<file path="src/include/trace_net_defs.svh">
/*
  Sizing macros for the trace network. Include ahead of the package and
  any module that sizes ports or arrays from the core count.
*/

`ifndef TRACE_NET_DEFS_SVH
`define TRACE_NET_DEFS_SVH

// Cores attached to the network, split evenly across two channels
`define TN_NUM_CORES 8

// Hops on one channel
`define TN_CORES_IN_PATH (`TN_NUM_CORES / 2)

// Payload width of one trace beat
`define TN_DATA_WIDTH 32

// Even cores ride the even channel, odd cores the odd one
// Hop index i maps to core 2i or 2i+1

`endif

</file>
<file path="src/rtl/trace_net_pkg.sv">
/*
  Packed types shared by the trace network RTL and its testbench.
  Import with a wildcard in the module header.
*/

`include "trace_net_defs.svh"

package trace_net_pkg;

  // Stream encoding on the src field
  localparam logic SRC_NTRACE = 1'b0;
  localparam logic SRC_DST    = 1'b1;

  // Beat offered by a core
  typedef struct packed {
    logic                      vld;
    logic                      src;
    logic [`TN_DATA_WIDTH-1:0] data;
  } core_req_t;

  // Level signals returned to each core
  typedef struct packed {
    logic ntrace_bp;
    logic dst_bp;
    logic ntrace_flush;
    logic dst_flush;
  } core_ctrl_t;

  // Control heading up a channel, one enable bit per hop
  typedef struct packed {
    core_ctrl_t                   ctrl;
    logic [`TN_CORES_IN_PATH-1:0] enabled_srcs;
  } path_ctrl_t;

  // Beat heading down a channel, vld is one-hot on the source hop
  typedef struct packed {
    logic [`TN_CORES_IN_PATH-1:0] vld;
    logic                         src;
    logic [`TN_DATA_WIDTH-1:0]    data;
  } trace_beat_t;

  // Funnel control, enable bits by global core number
  typedef struct packed {
    core_ctrl_t               ctrl;
    logic [`TN_NUM_CORES-1:0] enabled_srcs;
  } funnel_ctrl_t;

endpackage

</file>
<file path="src/rtl/trace_channel.sv">
/*
  One daisy-chained trace channel. Hop 0 sits next to the funnel and the
  last hop is the tail; repeaters below each hop carry beats and control.
*/

`include "trace_net_defs.svh"

module trace_channel
  import trace_net_pkg::*;
#(
  parameter int unsigned STAGES [`TN_CORES_IN_PATH] = '{1, 1, 1, 1}
) (
  input  logic                                     clk,
  input  logic                                     rst,

  input  core_req_t  [`TN_CORES_IN_PATH-1:0]       core_req,
  output logic       [`TN_CORES_IN_PATH-1:0]       core_gnt,
  output core_ctrl_t [`TN_CORES_IN_PATH-1:0]       core_ctrl,

  output trace_beat_t                              funnel_beat,
  input  path_ctrl_t                               funnel_ctrl
);

  localparam int unsigned NUM_HOPS = `TN_CORES_IN_PATH;

  // rep_beat[i] leaves the repeater below hop i; the top entry is the tail
  trace_beat_t rep_beat [NUM_HOPS+1];
  trace_beat_t hop_beat [NUM_HOPS];

  // hop_ctrl[i] enters the repeater below hop i; entry 0 is the funnel
  path_ctrl_t  hop_ctrl [NUM_HOPS+1];
  path_ctrl_t  rep_ctrl [NUM_HOPS];

  // Nothing arrives above the tail
  assign rep_beat[NUM_HOPS] = '0;
  assign hop_ctrl[0]        = funnel_ctrl;
  assign funnel_beat        = rep_beat[0];

  for (genvar i = 0; i < NUM_HOPS; i++) begin : g_hop
    trace_hop #(
      .HOP_IDX(i)
    ) u_hop (
      .clk        (clk),
      .rst        (rst),
      .core_req   (core_req[i]),
      .core_gnt   (core_gnt[i]),
      .core_ctrl  (core_ctrl[i]),
      .upstrm_beat(rep_beat[i+1]),
      .dnstrm_beat(hop_beat[i]),
      .dnstrm_ctrl(rep_ctrl[i]),
      .upstrm_ctrl(hop_ctrl[i+1])
    );

    // Beats down toward the funnel
    trace_repeater #(
      .NUM_STAGES(STAGES[i]),
      .payload_t (trace_beat_t)
    ) u_beat_rep (
      .clk(clk),
      .rst(rst),
      .d  (hop_beat[i]),
      .q  (rep_beat[i])
    );

    // Control up toward the tail, same depth
    trace_repeater #(
      .NUM_STAGES(STAGES[i]),
      .payload_t (path_ctrl_t)
    ) u_ctrl_rep (
      .clk(clk),
      .rst(rst),
      .d  (hop_ctrl[i]),
      .q  (rep_ctrl[i])
    );
  end

endmodule

</file>
<file path="src/rtl/trace_hop.sv">
/*
  One core's injection point on a channel. Forwards upstream beats first,
  otherwise grants the local core and tags its beat with the hop index.
*/

`include "trace_net_defs.svh"

module trace_hop
  import trace_net_pkg::*;
#(
  parameter int unsigned HOP_IDX = 0
) (
  input  logic        clk,
  input  logic        rst,

  // Local core
  input  core_req_t   core_req,
  output logic        core_gnt,
  output core_ctrl_t  core_ctrl,

  // Beats toward the funnel
  input  trace_beat_t upstrm_beat,
  output trace_beat_t dnstrm_beat,

  // Control toward the tail
  input  path_ctrl_t  dnstrm_ctrl,
  output path_ctrl_t  upstrm_ctrl
);

  // Tag placed on beats injected here
  localparam logic [`TN_CORES_IN_PATH-1:0] HOP_ONEHOT =
    (`TN_CORES_IN_PATH)'(1) << HOP_IDX;

  path_ctrl_t  ctrl_q;
  trace_beat_t beat_q;
  logic        upstrm_busy;
  logic        stream_bp;
  logic        core_enabled;

  // ----------------------------------------------------------------------
  // Control path
  // ----------------------------------------------------------------------

  always_ff @(posedge clk) begin
    if (rst) begin
      ctrl_q <= '0;
    end else begin
      ctrl_q <= dnstrm_ctrl;
    end
  end

  // Same registered copy feeds the core and the next hop
  assign core_ctrl   = ctrl_q.ctrl;
  assign upstrm_ctrl = ctrl_q;

  // ----------------------------------------------------------------------
  // Grant
  // ----------------------------------------------------------------------

  assign upstrm_busy  = |upstrm_beat.vld;
  assign core_enabled = ctrl_q.enabled_srcs[HOP_IDX];

  // Only the stream the core is asking for matters
  assign stream_bp = (core_req.src == SRC_DST) ? ctrl_q.ctrl.dst_bp
                                               : ctrl_q.ctrl.ntrace_bp;

  assign core_gnt = core_req.vld & core_enabled & ~stream_bp & ~upstrm_busy;

  // ----------------------------------------------------------------------
  // Output register
  // ----------------------------------------------------------------------

  always_ff @(posedge clk) begin
    if (rst) begin
      beat_q <= '0;
    end else if (upstrm_busy) begin
      // In-flight beats always win the slot
      beat_q <= upstrm_beat;
    end else if (core_gnt) begin
      beat_q.vld  <= HOP_ONEHOT;
      beat_q.src  <= core_req.src;
      beat_q.data <= core_req.data;
    end else begin
      beat_q <= '0;
    end
  end

  assign dnstrm_beat = beat_q;

endmodule

</file>
<file path="src/rtl/trace_network.sv">
/*
  Trace network top. Interleaves eight cores onto an even and an odd
  channel and splits the funnel's enable mask between them.
*/

`include "trace_net_defs.svh"

module trace_network
  import trace_net_pkg::*;
(
  input  logic                                 clk,
  input  logic                                 rst,

  input  core_req_t  [`TN_NUM_CORES-1:0]       core_req,
  output logic       [`TN_NUM_CORES-1:0]       core_gnt,
  output core_ctrl_t [`TN_NUM_CORES-1:0]       core_ctrl,

  output trace_beat_t                          even_beat,
  output trace_beat_t                          odd_beat,
  input  funnel_ctrl_t                         funnel_ctrl
);

  localparam int unsigned NUM_HOPS = `TN_CORES_IN_PATH;

  // Repeater depths per hop, worst path 11 cycles
  localparam int unsigned EVEN_STAGES [NUM_HOPS] = '{1, 2, 1, 3};
  localparam int unsigned ODD_STAGES  [NUM_HOPS] = '{2, 1, 3, 1};

  core_req_t  [NUM_HOPS-1:0] even_req, odd_req;
  logic       [NUM_HOPS-1:0] even_gnt, odd_gnt;
  core_ctrl_t [NUM_HOPS-1:0] even_core_ctrl, odd_core_ctrl;
  logic       [NUM_HOPS-1:0] even_en, odd_en;
  path_ctrl_t                even_ctrl, odd_ctrl;

  // ----------------------------------------------------------------------
  // Core interleave
  // ----------------------------------------------------------------------

  for (genvar i = 0; i < NUM_HOPS; i++) begin : g_split
    assign even_req[i]      = core_req[2*i];
    assign odd_req[i]       = core_req[2*i+1];
    assign core_gnt[2*i]    = even_gnt[i];
    assign core_gnt[2*i+1]  = odd_gnt[i];
    assign core_ctrl[2*i]   = even_core_ctrl[i];
    assign core_ctrl[2*i+1] = odd_core_ctrl[i];
    assign even_en[i]       = funnel_ctrl.enabled_srcs[2*i];
    assign odd_en[i]        = funnel_ctrl.enabled_srcs[2*i+1];
  end

  // Shared levels go to both channels
  assign even_ctrl = '{ctrl: funnel_ctrl.ctrl, enabled_srcs: even_en};
  assign odd_ctrl  = '{ctrl: funnel_ctrl.ctrl, enabled_srcs: odd_en};

  trace_channel #(.STAGES(EVEN_STAGES)) even_channel (
    .clk(clk), .rst(rst),
    .core_req(even_req), .core_gnt(even_gnt), .core_ctrl(even_core_ctrl),
    .funnel_beat(even_beat), .funnel_ctrl(even_ctrl)
  );

  trace_channel #(.STAGES(ODD_STAGES)) odd_channel (
    .clk(clk), .rst(rst),
    .core_req(odd_req), .core_gnt(odd_gnt), .core_ctrl(odd_core_ctrl),
    .funnel_beat(odd_beat), .funnel_ctrl(odd_ctrl)
  );

endmodule

</file>
<file path="src/rtl/trace_repeater.sv">
/*
  Fixed-depth register pipeline standing in for repeaters on long routes.
  Carries either trace beats or channel control through payload_t.
*/

module trace_repeater #(
  parameter int unsigned NUM_STAGES = 1,
  parameter type         payload_t  = logic
) (
  input  logic     clk,
  input  logic     rst,
  input  payload_t d,
  output payload_t q
);

  if (NUM_STAGES == 0) begin : g_bypass
    // No repeaters on this route
    assign q = d;
  end else begin : g_pipe
    payload_t stage_q [NUM_STAGES];

    always_ff @(posedge clk) begin
      if (rst) begin
        for (int i = 0; i < NUM_STAGES; i++) begin
          stage_q[i] <= '0;
        end
      end else begin
        stage_q[0] <= d;
        for (int i = 1; i < NUM_STAGES; i++) begin
          stage_q[i] <= stage_q[i-1];
        end
      end
    end

    // Last stage drives the far end
    assign q = stage_q[NUM_STAGES-1];
  end

endmodule

</file>
<file path="config.mk">
export PLATFORM = sky130hd
export DESIGN_NAME = trace_network
export DESIGN_NICKNAME = d
export VERILOG_FILES = /design/src/rtl/trace_net_pkg.sv /design/src/rtl/trace_channel.sv /design/src/rtl/trace_hop.sv /design/src/rtl/trace_network.sv /design/src/rtl/trace_repeater.sv
export VERILOG_INCLUDE_DIRS = /design/src /design/src/include
export SDC_FILE = /design/constraint.sdc
export NUM_CORES = 1
export LEC_CHECK = 0
export ABC_AREA = 1
export BUFFER_PORTS_ARGS = -buffer_cell sky130_fd_sc_hd__buf_2
export CORE_ASPECT_RATIO = 0.9
export CORE_MARGIN = 2
export CORE_UTILIZATION = 40
export DETAILED_ROUTE_END_ITERATION = 12
export SLEW_MARGIN = 20
export SYNTH_ARGS = -nofsm -noshare
export SYNTH_HDL_FRONTEND = slang
export SYNTH_SLANG_ARGS = --single-unit
</file>
<file path="constraint.sdc">
create_clock -name clk -period 2.3 [get_ports clk]
set_clock_uncertainty 0.05 [all_clocks]
set_input_delay 0.345 -clock clk [delete_from_list [all_inputs] [get_ports clk]]
set_output_delay 0.345 -clock clk [all_outputs]
set_load 0.1 [all_outputs]
</file>
# Yosys cells after proc, flatten, opt, wreduce, memory -nomap -nowiden
# Memory sizes are Yosys's and may differ from the RTL's. A register that Yosys moved wholly into a read port is not among the register bits.
# Index checks and enable logic that the tools add are counted.
# totals
ff_bits,296
ram_bits,630
input_bits,286
output_inout_bits,114
word_cells,175
mem_count,16
# memory_table
name,words,word_bits,read_ports,rd_clocked_by_memory_dff,write_ports,line,text
even_channel.g_hop[3].u_beat_rep.g_pipe.stage_q,3,37,3,0,3,trace_repeater.sv:20,payload_t stage_q [NUM_STAGES];
odd_channel.g_hop[2].u_beat_rep.g_pipe.stage_q,3,37,3,0,3,trace_repeater.sv:20,
even_channel.g_hop[1].u_beat_rep.g_pipe.stage_q,2,37,2,0,2,trace_repeater.sv:20,
odd_channel.g_hop[0].u_beat_rep.g_pipe.stage_q,2,37,2,0,2,trace_repeater.sv:20,
even_channel.g_hop[0].u_beat_rep.g_pipe.stage_q,1,37,1,0,1,trace_repeater.sv:20,
even_channel.g_hop[2].u_beat_rep.g_pipe.stage_q,1,37,1,0,1,trace_repeater.sv:20,
+10 memories,-,-,-,-,-,-,
# classes
mux,61
bitwise,58
reduce_logical,16
# op_table
cell,count
two-way mux 37 bit,22
OR reduction 37 bit,4
two-way mux 8 bit,14
two-way mux 36 bit,2
two-way mux 35 bit,2
two-way mux 34 bit,2
OR reduction 8 bit,4
OR reduction 4 bit,6
AND 1 bit,22
bitwise OR 1 bit,20
two-way mux 1 bit,19
inverter 1 bit,16
OR reduction 2 bit,2

# Depth between registers and ports, before layout
# Gate-level depths: netlist of the first run.
# depth
depth_word,6
depth_mapped,7
mapped_depth_nobuf,6

# Hierarchy
# A second synthesis of the first run with hierarchy kept.
# hier_totals
cells_unflattened,4228
area_unflattened_um2,34065.2
# modules_own_cells
module,instances,cells_each,area_per_inst_um2,seq_area_each_um2
trace_hop at even_channel.g_hop[0].u_hop ...,4,262,1826.8,900.9
trace_hop at even_channel.g_hop[2].u_hop ...,4,260,1821.7,900.9
trace_repeater at even_channel.g_hop[3].u_beat_rep ...,2,382,3455.8,2222.1
trace_repeater at even_channel.g_hop[1].u_beat_rep ...,2,267,2398.6,1481.4
trace_repeater at even_channel.g_hop[0].u_beat_rep ...,4,115,1068.5,740.7
trace_repeater at even_channel.g_hop[3].u_ctrl_rep ...,2,82,743.2,480.5
trace_repeater at even_channel.g_hop[1].u_ctrl_rep ...,2,58,534.3,320.3
trace_repeater at even_channel.g_hop[0].u_ctrl_rep ...,4,25,231.5,160.2
trace_channel,2,1,3.8,0.0

# Worst setup path after synthesis of the first run
# OpenSTA, ideal clock, no wires.
# synth_timing
path_type,input to output
startpoint,in core_req[33] (netlist bit)
endpoint,out core_gnt[0]
arrival_ns,1.155
required_time_ns,1.905
setup_slack_ns,0.750
stages,6
n_path_buf,2
path_cell_list,nand2_1 > nor2_4 > buf_2 > nand2_1 > inv_1 > buf_4
# synth_via
elab_chain_cells,3
# synth_lines
element,line,text
"start, declared",trace_network.sv:14,"input core_req_t [`TN_NUM_CORES-1:0] core_req,"
AND 1 bit (3 in series),trace_hop.sv:67,assign core_gnt = core_req.vld & core_enabled & ~stream_bp & ~upstrm_busy;
"end, declared",trace_network.sv:15,"output logic [`TN_NUM_CORES-1:0] core_gnt,"
# Every way passes these cells.

# Worst setup path after layout of the first run
# layout_timing
startpoint,reg odd_channel.g_hop[3].u_hop.upstrm_ctrl[3] (netlist name)
endpoint,out core_gnt[7]
# layout_via
elab_chain_cells,2
# layout_lines
element,line
AND 1 bit (2 in series),trace_hop.sv:67
# Every way passes these cells.

==> impl_metrics.toml, run 1 <==
[outcome]
status = "finished clean"

[power]
power_frac_comb_pct = 3.8
power_density_nw_per_um2 = 878
switching_share_pct = 21.2
p_leak_uw = 0.0156
vdd_drop_max_v = 0.000493
switching_power_uw = 6500
p_seq_share_pct = 49.6
power_uw = 30700
clkPwrFrac_pct = 46.6
p_int_uw = 24200

[sta]
min_period_ps = 2210
finalCritPeriodShare_pct = 96.0
worst_pin_slew_ps = 848
fin_ws_ps = 92.3
drv_slew = 0
hold_viol_final = 0
rsz0062_at_grt = "no"
fmax_mhz = 453
slew_headroom_pct = 43.4
setup_viol = 0
finalSetupTns_ps = 0

[grt]
grt_pass1_wl_mm = 93.1
grt_overflow_total = 0
grt_pass1_vias = 17600
antenna_found_initial = 11
grt_max_degree = 135
grt_usage_pct = 16.6

[place]
portBuffers = 399
place_congestion = 0.852
dp_hpwl_mm = 36.9
dp_slack_ps = 248

[drt]
firstDrtPassIters = 5
wl_per_cell_um = 12.6
postRouteAntennaNets = 0
routed_via_density = 3.96
drt_iter0_drc = 1021
drc = 0
routed_wl_mm = 58.5
vias = 18300

[synth]
yosysUniqueCellTypes = 19
synth.avg_cell_area_um2 = 8.78
ys_seq_elements = 876
synthTopCellsByArea = "dfxtp_1, inv_1, nor2_1"
synth_cells = 3102
synth.net_count = 3388
synthesis.area_um2 = 27200
yosysTopAreaCell = "dfxtp_1"
synth_top_cell_area_share_pct = 64.4
ys_warn_count = 0
yosysSeqAreaShare_pct = 64.4

[clocking]
htree_levels = 3
clock_latency_ps = 640
cts_buffers = 88
clock_path_buffers = 3
tritoncts = "yes"
cts.sinks = 876
cts_root_buf = "clkbuf_16"
cts.reportedPaths.clkPinSlew_ps = 60

[setup_path]
critical_path_buf_inv_count = 1
required_ps = 1900
cp_top_family = "buffers and inverters"
cp_max_fo = 2
slowest_delay_ps = 460
start_kind = "flop"
path_class = "flop to primary output"
critPathSlowestCell = "buf_2"
r2r_slack_ps = 590
path_cells = "nand2_1, nor3_4, buf_2"
end_kind = "primary output"
arrival_ps = 1810

[floorplanning]
die_h_um = 252
die_w_um = 279
die-area_um2 = 70200
coreArea_um2 = 67200
start_util_pct = 40.5
fp-row-count = 90
ioPinCount = 400

[finish]
drive_gt1_share_pct = 16.6
layout.nets = 3967
area_growth_pct = 28.5

[hold_path]
hold_path.class = "primary input to flop"

[job]
maxCapViolations = 0
cell type report:
class | count | area, um2
Multi-Input combinational cell | 1322 | 5610
Antenna cell | 10 | 25.0
Inverter | 686 | 2580
Tap cell | 874 | 1090
Fill cell | 6113 | 32200
Clock buffer | 130 | 2590
Sequential cell | 876 | 17500
Timing Repair Buffer | 707 | 5160
Clock inverter | 29 | 385
power groups by stage:
stage	logic (uW)	registers, uW	clock network, uW
after floorplan	429	15600	0
after global placement	770	15600	0
after detailed placement	768	15600	0
after CTS	1170	15200	14700
after global routing	1260	15200	15400
final	1170	15200	14300
layout by cell type (no fill, tap or decap), types with 3 or more instances in the layout:
cell           count
dfxtp_1          875
inv_1            677
nor2_1           652
nand2_1          420
buf_2            391
dlygate4sd3_1    281
nand4_1          132
clkbuf_16         88
nand3_1           67
nor2_2            28
clkbuf_8          23
buf_4             23
clkbuf_1          19
clkinv_2          11
diode_2           10
nor2_4            10
buf_12            10
inv_2              8
bufinv_16          5
inv_6              4
inv_16             3
clkinvlp_4         3
path summary, 6_finish.rpt:
check,cells after the start,start,end
worst max-delay path,3,odd_channel.g_hop[3].u_hop.upstrm_ctrl[3],core_gnt[7]
worst min-delay path,5,core_req[33],even_channel.g_hop[0].u_hop.dnstrm_beat[33]
worst max register to register,5,flop,even_channel.g_hop[0].u_hop.dnstrm_beat[9]
worst min register to register,2,flop,flop
routing by layer:
layer	wire, um	up-vias	track usage, %
met2	25000	458	24.5
met5	14	-	0
met3	2470	164	3.69
li1	-	10000	-
met1	28600	7698	23.1
met4	2330	2	7.83
per-stage QoR:
stage | cell area (um2) | std cells | hold slack (ps) | util (%)
global route | 35000 | 4633 | 69.6 | 52.0
floorplan | 27200 | 3102 | 338 | -
CTS | 35000 | 4624 | 50.3 | 52.0
detailed placement | 29100 | 4180 | 342 | 43.3
global placement | 29100 | 4180 | 338 | 43.3
finish | 35000 | 4634 | 94.9 | 52.0
logic make-up (layout without fill, tap and decap cells):
family / after synthesis / count (layout) / synth area share, %
AND/OR/NAND/NOR: 1314 / 1316 / 20.3
AO/OA/AOI/OAI: 6 / 6 / 0.221
other: 0 / 10 / 0
flip-flops: 876 / 876 / 64.4
buffers and inverters: 906 / 1552 / 15.1
what timing repair did:
action	4_1_cts	5_1_grt
endpoints found under the setup margin	2	4
pin swaps	2	0
gates cloned	2	0
hold endpoints to repair	299	0
setup buffers	2	0
hold buffers	281	0
gates resized for setup	0	4
registers in the layout (all words and copies together) (netlist names):
name                                          count
even_channel.g_hop.u_hop.core_ctrl               12
even_channel.g_hop.u_beat_rep.g_pipe.stage_q    246
odd_channel.g_hop.u_hop.dnstrm_beat             142
even_channel.g_hop.u_ctrl_rep.g_pipe.stage_q     31
odd_channel.g_hop.u_beat_rep.g_pipe.stage_q     249
odd_channel.g_hop.u_hop.core_ctrl                 7
even_channel.g_hop.u_hop.upstrm_ctrl             10
odd_channel.g_hop.u_hop.upstrm_ctrl              10
odd_channel.g_hop.u_ctrl_rep.g_pipe.stage_q      27
even_channel.g_hop.u_hop.dnstrm_beat            142
synth_stat cells, drive strengths merged:
cell type	n
buf	220
o21ai	4
nor2	688
inv	686
a21oi	2
nor3	4
dfxtp	876
nand4	132
nand2	422
nand3	68
worst register-to-register path, delay by kind of cell, from the launching register on:
family           cells  cell delay (ps)
AND/OR/NAND/NOR      5             1290
flip-flops           1              310
Power figures use the tool's default switching activity.
==> inputs of run 2 (changes only) <==
--- a/config.mk
+++ b/config.mk
@@ -12,6 +12,7 @@
 export CORE_MARGIN = 2
 export CORE_UTILIZATION = 40
 export DETAILED_ROUTE_END_ITERATION = 12
+export HOLD_SLACK_MARGIN = 0.12
 export SLEW_MARGIN = 20
 export SYNTH_ARGS = -nofsm -noshare
 export SYNTH_HDL_FRONTEND = slang
==> impl_metrics.toml, run 2 (synthesis gave the netlist of run 1 again) <==
[setup_path]
required_ps = 1900
end_kind = "primary output"
path_class = "flop to primary output"
slowest_delay_ps = 460
r2r_slack_ps = 550
start_kind = "flop"
arrival_ps = 1810
cp-endpoint = "core_gnt[7]"
path_cells = "nand2_1, nor3_4, buf_2"
critPathSlowestCell = "buf_2"
r2r_cells = 6
reg2reg_from = "odd_channel.g_hop[2].u_hop.core_ctrl[2]"
crit_start = "odd_channel.g_hop[3].u_hop.upstrm_ctrl[3]"
cp_max_fo = 2
r2r_end = "odd_channel.g_hop[2].u_hop.dnstrm_beat[0]"

[grt]
grt_usage_pct = 16.7
grt_overflow_total = 0
antenna_found_initial = 11
grt_pass1_wl_mm = 93.5
grt_pass1_vias = 17700
grt_max_degree = 135

[floorplanning]
die_h_um = 252
fp-row-count = 90
die_w_um = 279
coreArea_um2 = 67200
ioPinCount = 400
die-area_um2 = 70200
start_util_pct = 40.5

[sta]
setup_viol = 0
finalCritPeriodShare_pct = 96.0
drv_slew = 0
rsz0062_at_grt = "no"
slew_headroom_pct = 44.2
worst_pin_slew_ps = 836
fmax_mhz = 453
finalSetupTns_ps = 0
hold_viol_final = 0
min_period_ps = 2210
hold_slack_ps = 165

[power]
p_leak_uw = 0.0156
vdd_drop_max_v = 0.000492
power_uw = 30700
power_density_nw_per_um2 = 875

[job]
maxCapViolations = 0

[finish]
top_register = "odd_channel.g_hop.u_beat_rep.g_pipe.stage_q"
largest_reg_flops = 249
layout.nets = 3980
final_cell_mix = "dfxtp_1, inv_1, nor2_1"
final_common_cell = "dfxtp_1"
drive_gt1_share_pct = 16.6
area_growth_pct = 28.9
reg.largest.list = "odd_channel.g_hop.u_beat_rep.g_pipe.stage_q: 249 flops, even_channel.g_hop.u_beat_rep.g_pipe.stage_q: 246 flops"
fillers = 6096

[clocking]
cts_root_buf = "clkbuf_16"
clock_path_buffers = 3
htree_levels = 3
cts.reportedPaths.clkPinSlew_ps = 60
clock_latency_ps = 640
cts_buffers = 88
tritoncts = "yes"
cts.sinks = 876

[place]
portBuffers = 399
dp_hpwl_mm = 36.9
place_congestion = 0.852

[drt]
firstDrtPassIters = 5
drc = 0
wl_per_cell_um = 12.6
highest_layer = "met5"
routed_wl_mm = 58.7
wl_met2_mm = 25.1
drt_iter0_drc = 1037
vias = 18400
wl_met3_mm = 2.60
routed_via_density = 3.96
postRouteAntennaNets = 0
met1_length_mm = 28.6

[hold_path]
hold_path.class = "primary input to flop"

[outcome]
status = "finished clean"
-- run 2: report_power, final --
group          switching, uW  total, uW  internal, uW
combinational            610       1180           566
clock                   5880      14300          8440
sequential              16.0      15200         15200
total                   6510      30700         24200
-- run 2: per-stage QoR --
stage / setup WS [ps] / cell area, um2 / util, % / std cells
2_1_floorplan: 750 / 27200 / - / 3102
3_3_place_gp: 238 / 29100 / 43.3 / 4180
3_5_place_dp: 248 / 29100 / 43.3 / 4180
4_1_cts: 27.5 / 35100 / 52.2 / 4637
5_1_grt: 1.08 / 35100 / 52.2 / 4646
6_report: 91.3 / 35100 / 52.2 / 4647
-- run 2: layer usage --
| layer | vias to the layer above | global-route usage [%] |
|---|---|---|
| met2 | 466 | 24.7 |
| met3 | 173 | 3.82 |
| met5 | - | 0 |
| met1 | 7729 | 23.1 |
| li1 | 10000 | - |
| met4 | 4 | 7.83 |
-- run 2: how the worst min path moves through the flow --
stage | startpoint | depth (start not counted) | end
6_report | core_req[135] | 5 | odd_channel.g_hop[1].u_hop.dnstrm_beat[34]
3_5_place_dp | even_channel.g_hop[0].u_hop.dnstrm_beat[16] | 2 | flop
4_1_cts | core_req[135] | 5 | odd_channel.g_hop[1].u_hop.dnstrm_beat[34]
2_1_floorplan | even_channel.g_hop[0].u_hop.dnstrm_beat[0] | 2 | flop
5_1_grt | core_req[135] | 5 | odd_channel.g_hop[1].u_hop.dnstrm_beat[34]
3_3_place_gp | flop | 2 | even_channel.g_hop[2].u_hop.core_ctrl[1]
-- run 2: worst max-delay path: cells and delay by family, from the launching register on --
family	cells	cell delay [ps]
buf+inv	1	460
flops	1	360
simple gates	2	360
-- run 2: what timing repair did --
action	CTS	global route
setup endpoints to repair	2	4
pin swaps	2	0
gates resized for setup	0	4
setup buffers	2	0
hold buffers	294	0
cloned	2	0
hold endpoints to repair	316	0
-- run 2: cell type report --
| class | instances | area (um2) | area share, % |
|---|---|---|---|
| antenna | 10 | 25.0 | 0.0713 |
| clock buffer | 130 | 2590 | 7.38 |
| clock inverter | 29 | 385 | 1.10 |
| inverter | 686 | 2580 | 7.35 |
| multi-input combinational | 1322 | 5610 | 16.0 |
| sequential | 876 | 17500 | 49.9 |
| tap | 874 | 1090 | 3.11 |
| timing repair buffer | 720 | 5300 | 15.1 |
==> inputs of run 3 (changes only) <==
==> constraint.sdc (replaced) <==
create_clock -name clk -period 2.5 [get_ports clk]
set_clock_uncertainty 0.05 [all_clocks]
set_input_delay 0.375 -clock clk [delete_from_list [all_inputs] [get_ports clk]]
set_output_delay 0.375 -clock clk [all_outputs]
set_load 0.1 [all_outputs]
==> impl_metrics.toml, run 3 (synthesis gave the netlist of run 1 again) <==
[outcome]
status = "finished clean"

[finish]
largest_reg_flops = 249
utilization_pct = 51.8
reg.largest.list = "odd_channel.g_hop.u_beat_rep.g_pipe.stage_q: 249 flops, even_channel.g_hop.u_beat_rep.g_pipe.stage_q: 246 flops"
drive_gt1_share_pct = 16.2
final_common_cell = "dfxtp_1"
area_growth_pct = 28.0
final_cell_mix = "dfxtp_1, inv_1, nor2_1"
top_register = "odd_channel.g_hop.u_beat_rep.g_pipe.stage_q"
layout.nets = 3961

[grt]
grt_usage_pct = 16.5
grt_overflow_total = 0
grt_pass1_wl_mm = 92.2
grt_max_degree = 159
antenna_found_initial = 11
grt_pass1_vias = 17600

[job]
maxCapViolations = 0

[clocking]
cts_root_buf = "clkbuf_16"
htree_levels = 3
clock_path_buffers = 3
cts.reportedPaths.clkPinSlew_ps = 60
cts.sinks = 876
clock_latency_ps = 630
cts_buffers = 87
tritoncts = "yes"
cts_setup_buffers = 0

[sta]
hold_slack_ps = 159
rsz0062_at_grt = "no"
finalCritPeriodShare_pct = 92.4
fmax_mhz = 433
worst_pin_slew_ps = 766
drv_slew = 0
setup_viol = 0
hold_viol_final = 0
slew_headroom_pct = 48.8
min_period_ps = 2310
finalSetupTns_ps = 0

[drt]
firstDrtPassIters = 5
routed_via_density = 3.98
wl_per_cell_um = 12.7
postRouteAntennaNets = 0
vias = 18400
drc = 0
routed_wl_mm = 58.9
drt_iter0_drc = 1039

[floorplanning]
die_w_um = 279
ioPinCount = 400
die_h_um = 252
fp-row-count = 90
start_util_pct = 40.5
coreArea_um2 = 67200
die-area_um2 = 70200

[power]
p_leak_uw = 0.0155
power_uw = 28000
power_density_nw_per_um2 = 803
vdd_drop_max_v = 0.000442

[setup_path]
arrival_ps = 1880
path_class = "primary input to primary output"
required_ps = 2080
cp_max_fo = 3
start_kind = "primary input"
end_kind = "primary output"

[place]
place_congestion = 0.859
portBuffers = 399
dp_hpwl_mm = 37.2

[hold_path]
hold_path.class = "primary input to flop"
run 3: cell count changes in the layout (fill, tap and decap cells not counted), moves of 2 or more:
cell | previous run | this run
nor2_2 | 28 | 24
clkinv_2 | 11 | 7
nor2_1 | 652 | 654
inv_6 | 4 | 2
buf_4 | 23 | 20
clkbuf_1 | 19 | 21
dlygate4sd3_1 | 294 | 281
clkbuf_8 | 23 | 20
run 3: repair_timing:
item | in CTS | in global routing
endpoints found under the hold margin | 306 | 0
resized for setup | 0 | 0
hold buffers | 281 | 0
run 3: final timing paths:
kind | start | cells past startpoint | slack [ps] | endpoint
max | core_req[236] | 6 | 190 | core_gnt[6]
min | core_req[67] | 5 | 160 | odd_channel.g_hop[0].u_hop.dnstrm_beat[33]
max reg2reg | odd_channel.g_hop[2].u_hop.core_ctrl[2] | 6 | 950 | odd_channel.g_hop[2].u_hop.dnstrm_beat[15]
min reg2reg | flop | 2 | 350 | flop
run 3: layer usage:
metal  vias up  track usage [%]  share of wire, %
met4         0             9.02               5.0
met2       458             24.4                43
met1      7723             22.3                48
li1       9991                -                 -
met5         -                0                 0
met3       208             3.65               4.4
run 3: critical path, cell delays in order:
cell and delay, ps:
dlygate4sd3_1 530, buf_2 130, nand2_1 60, inv_1 60, nor3_4 250, buf_2 480
run 3: per-stage QoR:
step,cell area (um2),setup slack (ps),std cells
after floorplan,27200,890,3102
after global placement,29100,506,4179
after detailed placement,29100,438,4179
after CTS,34800,163,4610
after global routing,34800,129,4620
final,34800,191,4621
run 3: cell type report:
type	count	area, um2
sequential	876	17500
clock inverter	22	350
clock buffer	128	2530
antenna	11	27.5
tap	874	1090
inverter	686	2580
fill	6206	32400
timing repair buffer	704	5140
multi-input combinational	1320	5590
run 3: report_power, final:
group | total (uW) | switching, uW | internal (uW)
Sequential | 14000 | 15.4 | 14000
Clock | 12900 | 5320 | 7570
Combinational | 1070 | 559 | 512
